File: src/logic/eth_measurer_consts.svh
// Latency measurer constants for payload size, id length and the lost leg marker
`ifndef ETH_MEASURER_CONSTS_SVH
`define ETH_MEASURER_CONSTS_SVH

// Smallest Ethernet payload, used as the latched size after reset
`define ETH_MIN_PAYLOAD 16'd46

// Ping id field length in bytes, also the shortest frame
`define PING_ID_BYTES 16'd8

// Leg time reported for a lost ping or pong
`define TIME_LOST 32'hFFFF_FFFF

`endif

File: src/logic/eth_measurer_pkg.sv
// Latency measurer package holding the coordinator states and the shared stream and result types
package eth_measurer_pkg;

	// Coordinator sequence, one exchange runs through all five states
	typedef enum logic [2:0] {
		ST_DELAY,
		ST_WAIT_PING_TX,
		ST_PING,
		ST_WAIT_PONG_TX,
		ST_PONG
	} coord_state_t;

	// One byte of a frame, last marks the final byte
	typedef struct packed {
		logic       valid;
		logic [7:0] data;
		logic       last;
	} byte_stream_t;

	// Run configuration from outside
	typedef struct packed {
		logic [15:0] psize_req;   // Requested payload bytes
		logic [31:0] delay_time;  // Idle cycles between exchanges
		logic [31:0] timeout;     // Per leg timeout in cycles
	} meas_config_t;

	// Leg times of the last exchange
	typedef struct packed {
		logic [31:0] ping_time;
		logic [31:0] pong_time;
	} meas_result_t;

	// Running exchange statistics
	typedef struct packed {
		logic [63:0] ping_pongs_good;
		logic [63:0] pings_lost;
		logic [63:0] pongs_lost;
	} meas_stats_t;

endpackage

File: src/logic/eth_interval_timer.sv
// Interval timer counting cycles with clear, start at one and a limit reached flag
`timescale 1ns/1ps

module eth_interval_timer (
	input  logic        clk,
	input  logic        rst,
	input  logic        clear,
	input  logic        start,
	input  logic [31:0] limit,
	output logic [31:0] count,
	output logic        reached
);

	always_ff @(posedge clk) begin
		if (rst) begin
			count <= 32'd0;
		end else if (clear) begin
			count <= 32'd0;
		end else if (start) begin
			count <= 32'd1;
		end else begin
			count <= count + 32'd1; // Free running, wraps after 2^32 cycles
		end
	end

	// A zero limit is reached at once, otherwise one cycle early so that the
	// registered decision lands exactly on the limit
	always_comb begin
		if (limit == 32'd0) begin
			reached = 1'b1;
		end else begin
			reached = (count >= limit - 32'd1);
		end
	end

endmodule

File: src/logic/eth_ping_tx.sv
// Ping frame sender streaming the 64-bit id and then counting filler bytes
`timescale 1ns/1ps
`include "eth_measurer_consts.svh"

module eth_ping_tx (
	input  logic                          clk,
	input  logic                          rst,
	input  logic                          trigger,
	input  logic [63:0]                   ping_id,
	input  logic [15:0]                   psize,
	output eth_measurer_pkg::byte_stream_t tx,
	output logic                          tx_begin
);
	logic        busy;
	logic [15:0] idx;     // Bytes already sent in this frame
	logic [15:0] len;
	logic [63:0] id_sh;
	logic [7:0]  fill;

	always_ff @(posedge clk) begin
		if (rst) begin
			busy <= 1'b0;
			tx <= '0;
			tx_begin <= 1'b0;
		end else begin
			tx_begin <= 1'b0;
			if (!busy) begin
				tx <= '0;
				if (trigger) begin
					busy <= 1'b1;
					tx_begin <= 1'b1;
					tx.valid <= 1'b1;
					tx.data <= ping_id[63:56]; // Most significant id byte leads
					tx.last <= 1'b0;
				end
			end else if (tx.last) begin
				busy <= 1'b0;
				tx <= '0;
			end else begin
				tx.valid <= 1'b1;
				tx.last <= (idx == len - 16'd1);
				if (idx < `PING_ID_BYTES) begin
					tx.data <= id_sh[63:56];
				end else begin
					tx.data <= fill;
				end
			end
		end
	end

	// Frame payload bookkeeping
	always_ff @(posedge clk) begin
		if (!busy && trigger) begin
			id_sh <= {ping_id[55:0], 8'h00};
			len <= (psize < `PING_ID_BYTES) ? `PING_ID_BYTES : psize;
			idx <= 16'd1;
			fill <= 8'd0;
		end else if (busy && !tx.last) begin
			idx <= idx + 16'd1;
			if (idx < `PING_ID_BYTES) begin
				id_sh <= {id_sh[55:0], 8'h00};
			end else begin
				fill <= fill + 8'd1;
			end
		end
	end

endmodule

File: src/logic/eth_ping_rx.sv
// Ping frame parser assembling the id from the first eight bytes of each frame
`timescale 1ns/1ps
`include "eth_measurer_consts.svh"

module eth_ping_rx (
	input  logic                          clk,
	input  logic                          rst,
	input  eth_measurer_pkg::byte_stream_t rx,
	output logic [63:0]                   rx_ping_id
);
	logic [3:0]  cnt;       // Saturates once the id field is complete
	logic [63:0] hold;
	logic [63:0] hold_next;

	// The eighth byte may be the last one, so publish from the shifted value
	always_comb begin
		if (cnt < `PING_ID_BYTES) begin
			hold_next = {hold[55:0], rx.data};
		end else begin
			hold_next = hold;
		end
	end

	always_ff @(posedge clk) begin
		if (rst) begin
			cnt <= 4'd0;
			rx_ping_id <= '1; // Cannot equal the first ping id
		end else if (rx.valid) begin
			if (rx.last) begin
				cnt <= 4'd0;
				if (cnt >= `PING_ID_BYTES - 16'd1) begin
					rx_ping_id <= hold_next;
				end
				// Shorter frames leave the id untouched
			end else if (cnt < `PING_ID_BYTES) begin
				cnt <= cnt + 4'd1;
			end
		end
	end

	always_ff @(posedge clk) begin
		if (rx.valid) begin
			hold <= hold_next;
		end
	end

endmodule

File: src/logic/eth_measurer_coord.sv
// Measurement coordinator that sequences delay, ping and pong legs and keeps the statistics
`timescale 1ns/1ps
`include "eth_measurer_consts.svh"

module eth_measurer_coord (
	input  logic                          clk,
	input  logic                          rst,
	input  logic                          enable,
	input  eth_measurer_pkg::meas_config_t cfg,

	input  logic [31:0]                   count,
	input  logic                          reached,
	output logic                          timer_clear,
	output logic                          timer_start,
	output logic [31:0]                   timer_limit,

	input  logic                          main_tx_begin,
	input  logic                          loop_tx_begin,
	input  logic [63:0]                   main_rx_ping_id,
	input  logic [63:0]                   loop_rx_ping_id,

	output logic [15:0]                   psize,
	output logic [63:0]                   ping_id,
	output logic                          main_tx_trigger,
	output logic                          loop_tx_trigger,

	output logic                          done,
	output eth_measurer_pkg::meas_result_t result,
	output eth_measurer_pkg::meas_stats_t  stats
);
	eth_measurer_pkg::coord_state_t state, state_next;

	logic [15:0] psize_next;
	logic [63:0] ping_id_next;
	logic main_tx_trigger_next, loop_tx_trigger_next;
	logic done_next;
	eth_measurer_pkg::meas_result_t result_next;
	eth_measurer_pkg::meas_stats_t stats_next;

	// The delay state waits on delay_time, every other state runs against the timeout
	assign timer_limit = (state == eth_measurer_pkg::ST_DELAY) ? cfg.delay_time : cfg.timeout;

	always_ff @(posedge clk) begin
		if (rst) begin
			state <= eth_measurer_pkg::ST_DELAY;
			ping_id <= 64'd0;
			psize <= `ETH_MIN_PAYLOAD;
			main_tx_trigger <= 1'b0;
			loop_tx_trigger <= 1'b0;
			done <= 1'b0;
			result <= '0;
			stats <= '0;
		end else begin
			state <= state_next;
			ping_id <= ping_id_next;
			psize <= psize_next;
			main_tx_trigger <= main_tx_trigger_next;
			loop_tx_trigger <= loop_tx_trigger_next;
			done <= done_next;
			result <= result_next;
			stats <= stats_next;
		end
	end

	always_comb begin
		state_next = state;
		ping_id_next = ping_id;
		psize_next = psize;
		main_tx_trigger_next = 1'b0;
		loop_tx_trigger_next = 1'b0;
		done_next = 1'b0;
		result_next = result;
		stats_next = stats;
		timer_clear = 1'b0;
		timer_start = 1'b0;

		case (state)
			eth_measurer_pkg::ST_DELAY: begin
				if (!enable) begin
					timer_clear = 1'b1; // Delay restarts once enable returns
				end else if (reached) begin
					state_next = eth_measurer_pkg::ST_WAIT_PING_TX;
					timer_clear = 1'b1;
					psize_next = cfg.psize_req;
					main_tx_trigger_next = 1'b1;
				end
			end

			eth_measurer_pkg::ST_WAIT_PING_TX: begin
				if (main_tx_begin) begin
					state_next = eth_measurer_pkg::ST_PING;
					timer_start = 1'b1; // First byte cycle counts as one
				end
			end

			eth_measurer_pkg::ST_PING: begin
				if (loop_rx_ping_id == ping_id) begin
					state_next = eth_measurer_pkg::ST_WAIT_PONG_TX;
					timer_clear = 1'b1;
					result_next.ping_time = count + 32'd1;
					loop_tx_trigger_next = 1'b1; // Loopback side answers with the pong
				end else if (reached) begin
					// Ping never reached the loopback port, same id is retried
					state_next = eth_measurer_pkg::ST_DELAY;
					timer_clear = 1'b1;
					done_next = 1'b1;
					result_next.ping_time = `TIME_LOST;
					result_next.pong_time = `TIME_LOST;
					stats_next.pings_lost = stats.pings_lost + 64'd1;
				end
			end

			eth_measurer_pkg::ST_WAIT_PONG_TX: begin
				if (loop_tx_begin) begin
					state_next = eth_measurer_pkg::ST_PONG;
					timer_start = 1'b1;
				end
			end

			eth_measurer_pkg::ST_PONG: begin
				if (main_rx_ping_id == ping_id) begin
					state_next = eth_measurer_pkg::ST_DELAY;
					timer_clear = 1'b1;
					done_next = 1'b1;
					ping_id_next = ping_id + 64'd1;
					result_next.pong_time = count + 32'd1;
					stats_next.ping_pongs_good = stats.ping_pongs_good + 64'd1;
				end else if (reached) begin
					state_next = eth_measurer_pkg::ST_DELAY; // Pong lost on the way back
					timer_clear = 1'b1;
					done_next = 1'b1;
					ping_id_next = ping_id + 64'd1;
					result_next.pong_time = `TIME_LOST;
					stats_next.pongs_lost = stats.pongs_lost + 64'd1;
				end
			end

			default: begin
				state_next = eth_measurer_pkg::ST_DELAY;
			end
		endcase
	end

endmodule

File: src/logic/eth_measurer_top.sv
// Latency measurer top joining the coordinator, interval timer, two senders and two parsers
`timescale 1ns/1ps

module eth_measurer_top (
	input  logic                          clk,
	input  logic                          rst,
	input  logic                          enable,
	input  eth_measurer_pkg::meas_config_t cfg,
	output eth_measurer_pkg::byte_stream_t main_tx,
	output eth_measurer_pkg::byte_stream_t loop_tx,
	input  eth_measurer_pkg::byte_stream_t main_rx,
	input  eth_measurer_pkg::byte_stream_t loop_rx,
	output logic                          done,
	output eth_measurer_pkg::meas_result_t result,
	output eth_measurer_pkg::meas_stats_t  stats
);
	logic        timer_clear;
	logic        timer_start;
	logic [31:0] timer_limit;
	logic [31:0] count;
	logic        reached;

	logic [63:0] ping_id;
	logic [15:0] psize;
	logic        main_tx_trigger, loop_tx_trigger;
	logic        main_tx_begin, loop_tx_begin;
	logic [63:0] main_rx_ping_id, loop_rx_ping_id;

	eth_measurer_coord i_coord (
		.clk             (clk),
		.rst             (rst),
		.enable          (enable),
		.cfg             (cfg),
		.count           (count),
		.reached         (reached),
		.timer_clear     (timer_clear),
		.timer_start     (timer_start),
		.timer_limit     (timer_limit),
		.main_tx_begin   (main_tx_begin),
		.loop_tx_begin   (loop_tx_begin),
		.main_rx_ping_id (main_rx_ping_id),
		.loop_rx_ping_id (loop_rx_ping_id),
		.psize           (psize),
		.ping_id         (ping_id),
		.main_tx_trigger (main_tx_trigger),
		.loop_tx_trigger (loop_tx_trigger),
		.done            (done),
		.result          (result),
		.stats           (stats)
	);

	eth_interval_timer i_timer (
		.clk     (clk),
		.rst     (rst),
		.clear   (timer_clear),
		.start   (timer_start),
		.limit   (timer_limit),
		.count   (count),
		.reached (reached)
	);

	// Main port sends the ping, loopback port answers with the same id
	eth_ping_tx i_main_tx (
		.clk      (clk),
		.rst      (rst),
		.trigger  (main_tx_trigger),
		.ping_id  (ping_id),
		.psize    (psize),
		.tx       (main_tx),
		.tx_begin (main_tx_begin)
	);

	eth_ping_tx i_loop_tx (
		.clk      (clk),
		.rst      (rst),
		.trigger  (loop_tx_trigger),
		.ping_id  (ping_id),
		.psize    (psize),
		.tx       (loop_tx),
		.tx_begin (loop_tx_begin)
	);

	eth_ping_rx i_main_rx (
		.clk        (clk),
		.rst        (rst),
		.rx         (main_rx),
		.rx_ping_id (main_rx_ping_id)
	);

	eth_ping_rx i_loop_rx (
		.clk        (clk),
		.rst        (rst),
		.rx         (loop_rx),
		.rx_ping_id (loop_rx_ping_id)
	);

endmodule

File: config.mk
export PLATFORM = sky130hd
export DESIGN_NAME = eth_measurer_top
export DESIGN_NICKNAME = d
export VERILOG_FILES = /design/src/logic/eth_measurer_pkg.sv /design/src/logic/eth_interval_timer.sv /design/src/logic/eth_ping_tx.sv /design/src/logic/eth_ping_rx.sv /design/src/logic/eth_measurer_coord.sv /design/src/logic/eth_measurer_top.sv
export VERILOG_INCLUDE_DIRS = /design/src /design/src/logic
export SDC_FILE = /design/constraint.sdc
export NUM_CORES = 2
export LEC_CHECK = 0
export BUFFER_PORTS_ARGS = -buffer_cell sky130_fd_sc_hd__buf_2
export CORE_MARGIN = 4
export CORE_UTILIZATION = 64
export DETAILED_ROUTE_END_ITERATION = 7
export GPL_ROUTABILITY_DRIVEN = 0
export PLACE_DENSITY = 0.93
export SLEW_MARGIN = 20
export SYNTH_ARGS = -nofsm -noshare
export SYNTH_HDL_FRONTEND = slang
export SYNTH_SLANG_ARGS = --single-unit
File: constraint.sdc
create_clock -name clk -period 14.4 [get_ports clk]
set_clock_uncertainty 0.1 [all_clocks]
set_input_delay 1.44 -clock clk [delete_from_list [all_inputs] [get_ports clk]]
set_output_delay 1.44 -clock clk [all_outputs]
set_load 0.1 [all_outputs]
**Word level (Yosys, flattened, before mapping)**

Index checks and enable logic that the tools add are counted.

- $add $sub $neg: 14
- Magnitude comparators: 8
- Equal/unequal tests: 15
- Mux-type cells: 57
- Bitwise logic cells: 7
- Reduce and logical (&&, ||, !) cells: 41

Operators by type and width:

| kind | number |
|---|---|
| 64-bit 2-to-1 mux | 11 |
| 64-bit by 1-bit adder with 64-bit output, second input constant | 4 |
| 32-bit 2-to-1 mux | 5 |
| 64-bit == test | 2 |
| 32-bit one-hot mux with 2 select lines | 1 |
| 10-bit 2-to-1 mux | 6 |
| 16-bit by 4-bit less-than comparator with 1-bit output, second input constant | 3 |
| 16-bit by 1-bit adder with 16-bit output, second input constant | 2 |
| 32-bit by 1-bit adder with 32-bit output, second input constant | 1 |
| 16-bit == test | 2 |
| 32-bit greater-or-equal comparator | 1 |
| 32-bit zero test | 1 |
| 16-bit by 1-bit subtractor with 16-bit output, second input constant | 2 |
| 32-bit by 1-bit subtractor with 32-bit output, second input constant | 1 |
| 3-bit 2-to-1 mux | 7 |
| 2-bit AND reduction | 9 |
| 2-bit nonzero test | 9 |
| 8-bit by 1-bit adder with 8-bit output, second input constant | 2 |
| 1-bit 2-to-1 mux | 16 |
| 16-bit 2-to-1 mux | 1 |
| 4-bit 2-to-1 mux | 4 |
| 8-bit 2-to-1 mux | 2 |
| 3-bit one-hot mux with 5 select lines | 1 |
| 3-bit AND reduction | 5 |
| 18 further kinds | 44 |

- Register bits: 854
- Output and inout port bits: 277
- Logic and storage cells: 179

**Logic depth before layout (Yosys ltp)**

- Depth in word-level cells: 9
- Mapped depth: 22

**Cells and area by module**

Synthesis repeated with hierarchy kept, for this count alone.

- Cell total of the unflattened synthesis: 4471
- Area total of the unflattened synthesis: 41447.3 µm²

Modules (own cells, without submodules):

| module | instances | cells each | area an instance (µm²) | sequential area each (µm²) |
|---|---|---|---|---|
| eth_measurer_coord | 1 | 2211 | 18041.1 | 6846.6 |
| eth_ping_rx | 2 | 452 | 5351.4 | 3283.1 |
| eth_ping_tx (i_main_tx) | 1 | 529 | 5093.6 | 2862.7 |
| eth_ping_tx (i_loop_tx) | 1 | 511 | 5009.8 | 2862.7 |
| eth_interval_timer | 1 | 316 | 2600.0 | 640.6 |

**Worst setup path after synthesis**

OpenSTA, ideal clock, no wires.

- Path kind: reg2reg
- Start point: register i_main_tx.tx[0] in the netlist's numbering
- End point: register i_main_tx.id_sh[10] (enable)
- Setup time: 0.548 ns
- Arrival time: 5.147 ns
- Data required time: 13.752 ns
- Slack: 8.605 ns
- Cell stages (with the launch flop): 4
- Path buffers: 1
- Clock period less this slack: 5.795 ns
- Cells stage by stage: dfxtp_1 -> nand2b_1 -> clkbuf_1 -> o21ai_0

- Word-level cells in the longest chain between the ends: 4

Ends and longest elaborated chain:

| what | RTL line | RTL |
|---|---|---|
| from (decl) | eth_ping_tx.sv:11 | `output eth_measurer_pkg::byte_stream_t tx,` |
| 1-bit zero test | eth_ping_tx.sv:58 | `end else if (busy && !tx.last) begin` |
| 1-bit logical AND | eth_ping_tx.sv:58 |  |
| 2-bit nonzero test (no source line) | -- |  |
| 2-bit AND reduction (no source line) | -- |  |
| to (signal assigned) | eth_ping_tx.sv:54 | `id_sh <= {ping_id[55:0], 8'h00};` |
| to (signal assigned) | eth_ping_tx.sv:61 | `id_sh <= {id_sh[55:0], 8'h00};` |
| to (decl) | eth_ping_tx.sv:17 | `logic [63:0] id_sh;` |

No other way between the ends.
A chain may end at the register's enable or synchronous reset.

**Worst setup path in the final report**

- Start point: register i_coord.state[2]
- End point: register i_coord.ping_id[16]

- Word-level cells in the longest chain between the ends: 7
- Elaborated cells between the ends (all ways): 9
- Classes of those cells: add/sub: 1; order compare: 1; eq/ne: 1; mux: 2; reduce/logical: 4

Ends and longest elaborated chain:

| what | RTL line | RTL |
|---|---|---|
| from (decl) | eth_measurer_coord.sv:31 | `eth_measurer_pkg::coord_state_t state, state_next;` |
| from (signal assigned) | eth_measurer_coord.sv:45 | `state <= eth_measurer_pkg::ST_DELAY;` |
| from (signal assigned) | eth_measurer_coord.sv:54 | `state <= state_next;` |
| 3-bit zero test | eth_measurer_coord.sv:41 | `assign timer_limit = (state == eth_measurer_pkg::ST_DELAY) ? cfg.delay_time : cfg.timeout;` |
| 32-bit 2-to-1 mux | eth_measurer_coord.sv:41 |  |
| 32-bit by 1-bit subtractor with 32-bit output | eth_interval_timer.sv:32 | `reached = (count >= limit - 32'd1);` |
| 32-bit greater-or-equal comparator | eth_interval_timer.sv:32 |  |
| 1-bit 2-to-1 mux | eth_interval_timer.sv:29 | `if (limit == 32'd0) begin` |
| 2-bit nonzero test (no source line) | -- |  |
| 2-bit AND reduction (no source line) (*) | -- |  |
| to (signal assigned) | eth_measurer_coord.sv:55 | `ping_id <= ping_id_next;` |
| to (decl) | eth_measurer_coord.sv:23 | `output logic [63:0] ping_id,` |

Mark *: on every way between the ends. The rest lies on a longest branch, timed or not.

==> results.sh <==
export IMPL_postCtsSetupRepairBufs=0
export IMPL_synth_area_leader_cell="dfxtp_1"
export IMPL_root_buffer="clkbuf_16"
export IMPL_fmax_mhz=142
export IMPL_synth_most_common_cell="nand2_1"
export IMPL_post_cts_resized=0
export IMPL_drv_slew=0
export IMPL_critPathArrivalTime_ns=7.47
export IMPL_die_area_um2=67200
export IMPL_crit_chain="nor3_4 > buf_4 > mux2i_1 > o2111ai_1 > nor4_1 > nand2b_1 > xnor2_1 > mux2i_1 > ha_1 > a21oi_1 > o21ai_0 > o21ba_2 > o211ai_2 > o31ai_4 > buf_4 > buf_4 > or4_1 > mux2_1"
export IMPL_path_max_fanout=78
export IMPL_core_um2=62200
export IMPL_cts_sinks=852
export IMPL_cts_tree="done"
export IMPL_dp_hpwl_um=76700
export IMPL_fin_cells=5378
export IMPL_switching_share_pct=21.0
export IMPL_die_w_um=259
export IMPL_path_class="flip-flop to flip-flop"
export IMPL_initial_utilization_pct=65.0
export IMPL_cp_start_kind="flip-flop"
export IMPL_hold_violations=0
export IMPL_critPathRequiredTime_ns=14.82
export IMPL_grt_antenna_before_repair=11
export IMPL_vias_per_cell=6.51
export IMPL_drv_cap=0
export IMPL_ant_nets=0
export IMPL_vias=34999
export IMPL_cts_reportedPaths_clkPinSlew_ns=0.06
export IMPL_async_flop_share_pct=0
export IMPL_ys_seq_area_share_pct=48.9
export IMPL_nFillCells=3988
export IMPL_seqPwrFrac_pct=50.0
export IMPL_switching_power_mw=1.06
export IMPL_placed_area_um2=42500
export IMPL_clk_path_buf_depth=3
export IMPL_wl_um=117000
export IMPL_drtPass1Iterations=6
export IMPL_rsz0062_at_grt="false"
export IMPL_drtIter0Drc=4699
export IMPL_pwr_share_comb_pct=2.5
export IMPL_final_area_um2=45600
export IMPL_grt_pass1_vias=33146
export IMPL_slew_limit_headroom_pct=22.1
export IMPL_grt_max_degree=167
export IMPL_die_h_um=259
export IMPL_ir_worst_vdd_v=0.000109
export IMPL_setup_viol=0
export IMPL_cts_buffers=86
export IMPL_layout_min_cycle_time_ns=7.05
export IMPL_synth_common_cells="nand2_1 (615), dfxtp_1 (580), nor2_1 (298)"
export IMPL_route_detailed_drc=0
export IMPL_clkLatencyLatePin_ns=0.64
export IMPL_ys_warn_count=0
export IMPL_synth_area_leaders="dfxtp_1 (29%), edfxtp_1 (20%), nand2_1 (5.7%)"
export IMPL_synth_cell_types=84
export IMPL_crit_path_frequent_cell="buf_4"
export IMPL_fp_row_count=91
export IMPL_critical_path_slowest_cell="nor4_1"
export IMPL_finalSetupTns_ns=0
export IMPL_yosysTopAreaCellShare_pct=28.7
export IMPL_io_buffers=379
export IMPL_grt_pass1_wl_um=182000
export IMPL_fin_crit_sh_pct=48.9
export IMPL_p_per_area_nw_per_um2=110
export IMPL_total_power_mw=5.03
export IMPL_dp_cells=5205
export IMPL_layout_drive_gt1_share_pct=16.3
export IMPL_hold_ws_ns=0.368
export IMPL_clkPwrFrac_pct=47.5
export IMPL_synthFlopType="dfxtp_1"
export IMPL_hp_class="flip-flop to flip-flop"
export IMPL_h_tree_depth=3
export IMPL_layout_nets=4607
export IMPL_worstMarginPinSlew_ns=1.17
export IMPL_ys_ff_latch=852
export IMPL_p_leak_nw=17.4
export IMPL_synth_edf_count=272
export IMPL_synth_area_per_cell_um2=9.49
export IMPL_end_kind="flip-flop"
export IMPL_grt_ovfl_total=0
export IMPL_hold_buffers=0
export IMPL_post_synth_instance_area_um2=40400
export IMPL_internal_power_mw=3.97
export IMPL_syn_to_final_growth_pct=12.8
export IMPL_synth_net_count=4407
export IMPL_track_usage_pct=33.3
export IMPL_status="complete, no violations"
export IMPL_max_stage_delay_ns=0.93
export IMPL_postSynthCellCount=4258
export IMPL_ios=380
export IMPL_wl_per_cell_um=21.8
-- final timing paths --
kind                      start  slack [ns]  cells after the start                  end
max            i_coord.state[2]        7.35                     18  i_coord.ping_id[16]
min          i_coord.result[18]        0.37                      2   i_coord.result[18]
max reg2reg    i_coord.state[2]        7.35                     18  i_coord.ping_id[16]
min reg2reg  i_coord.result[18]        0.37                      2   i_coord.result[18]
-- registers in the layout, summed over array words and instances (netlist names), 9 cells and up --
name                  flops
i_coord.result           64
i_loop_tx.len            16
i_coord.stats           192
i_loop_rx.rx_ping_id     64
i_loop_tx.tx             10
i_loop_tx.idx            16
i_main_rx.hold           64
i_coord.ping_id          64
i_main_tx.id_sh          56
i_main_tx.idx            16
i_loop_rx.hold           64
i_main_tx.tx              9
i_main_rx.rx_ping_id     64
i_timer.count            32
i_main_tx.len            16
i_loop_tx.id_sh          56
i_coord.psize            16
-- routing by layer --
metal  track usage (%)  routed length [um]
met5                 0                   0
met4              18.3                7860
met3              7.47               12500
met2              53.2               54000
met1              42.1               42900
-- logic make-up after synthesis --
family | after synthesis | synth area share [%]
compound gates | 662 | 10.2
xor+xnor | 289 | 6.26
fa+ha+maj | 46 | 1.42
buf+inv | 402 | 3.99
flops | 852 | 48.9
mux | 334 | 8.71
simple gates | 1673 | 20.5
-- cells in the final DEF, fill, tap and decap left out, drive strengths merged, types with 44 or more instances in the layout --
cell | synthesis | layout
or3 | 120 | 120
and3 | 44 | 44
or4 | 83 | 83
nand2 | 615 | 615
xor2 | 77 | 77
nor2 | 298 | 298
dfxtp | 580 | 580
mux2 | 141 | 141
nor3 | 63 | 63
o21ai | 164 | 164
nand3 | 120 | 120
and4 | 44 | 44
mux2i | 193 | 193
o31ai | 81 | 81
inv | 100 | 107
nor4 | 62 | 62
nand4 | 117 | 117
a21oi | 249 | 249
buf | 66 | 414
ha | 46 | 46
xnor2 | 212 | 212
clkbuf | 236 | 115
edfxtp | 272 | 272
-- power groups by stage --
stage | combinational (mW) | clock (mW) | sequential [mW]
2_1_floorplan | 0.0697 | 0 | 2.56
3_3_place_gp | 0.114 | 0 | 2.56
3_5_place_dp | 0.118 | 0 | 2.56
4_1_cts | 0.120 | 2.40 | 2.51
5_1_grt | 0.134 | 2.51 | 2.51
6_report | 0.124 | 2.39 | 2.51
-- worst max-delay path, delay by kind of cell (launching register included) --
family	cells	cell delay, ns
AO/OA/AOI/OAI	6	1.65
flip-flops	1	0.39
adder cells (fa/ha/maj)	1	0.34
XOR/XNOR	1	0.19
AND/OR/NAND/NOR	4	1.55
multiplexers	3	1.13
buffers and inverters	3	1.48
-- metrics by stage --
step           setup WS, ns  util [%]
6_report               7.35      73.3
5_1_grt                6.92      73.3
3_5_place_dp           7.24      68.3
3_3_place_gp           7.50      68.3
2_1_floorplan          8.61         -
4_1_cts                7.67      73.2
-- final cells by class --
| class | instances | area, um^2 | area share (%) |
|---|---|---|---|
| Timing Repair Buffer | 414 | 2210 | 4.85 |
| Sequential cell | 852 | 19800 | 43.4 |
| Clock inverter | 45 | 563 | 1.24 |
| Multi-Input combinational cell | 3004 | 19100 | 41.9 |
| Clock buffer | 115 | 2480 | 5.43 |
| Tap cell | 837 | 1050 | 2.30 |
| Antenna cell | 11 | 27.5 | 0.0604 |
| Inverter | 100 | 378 | 0.829 |
Power figures use the tool's default switching activity.
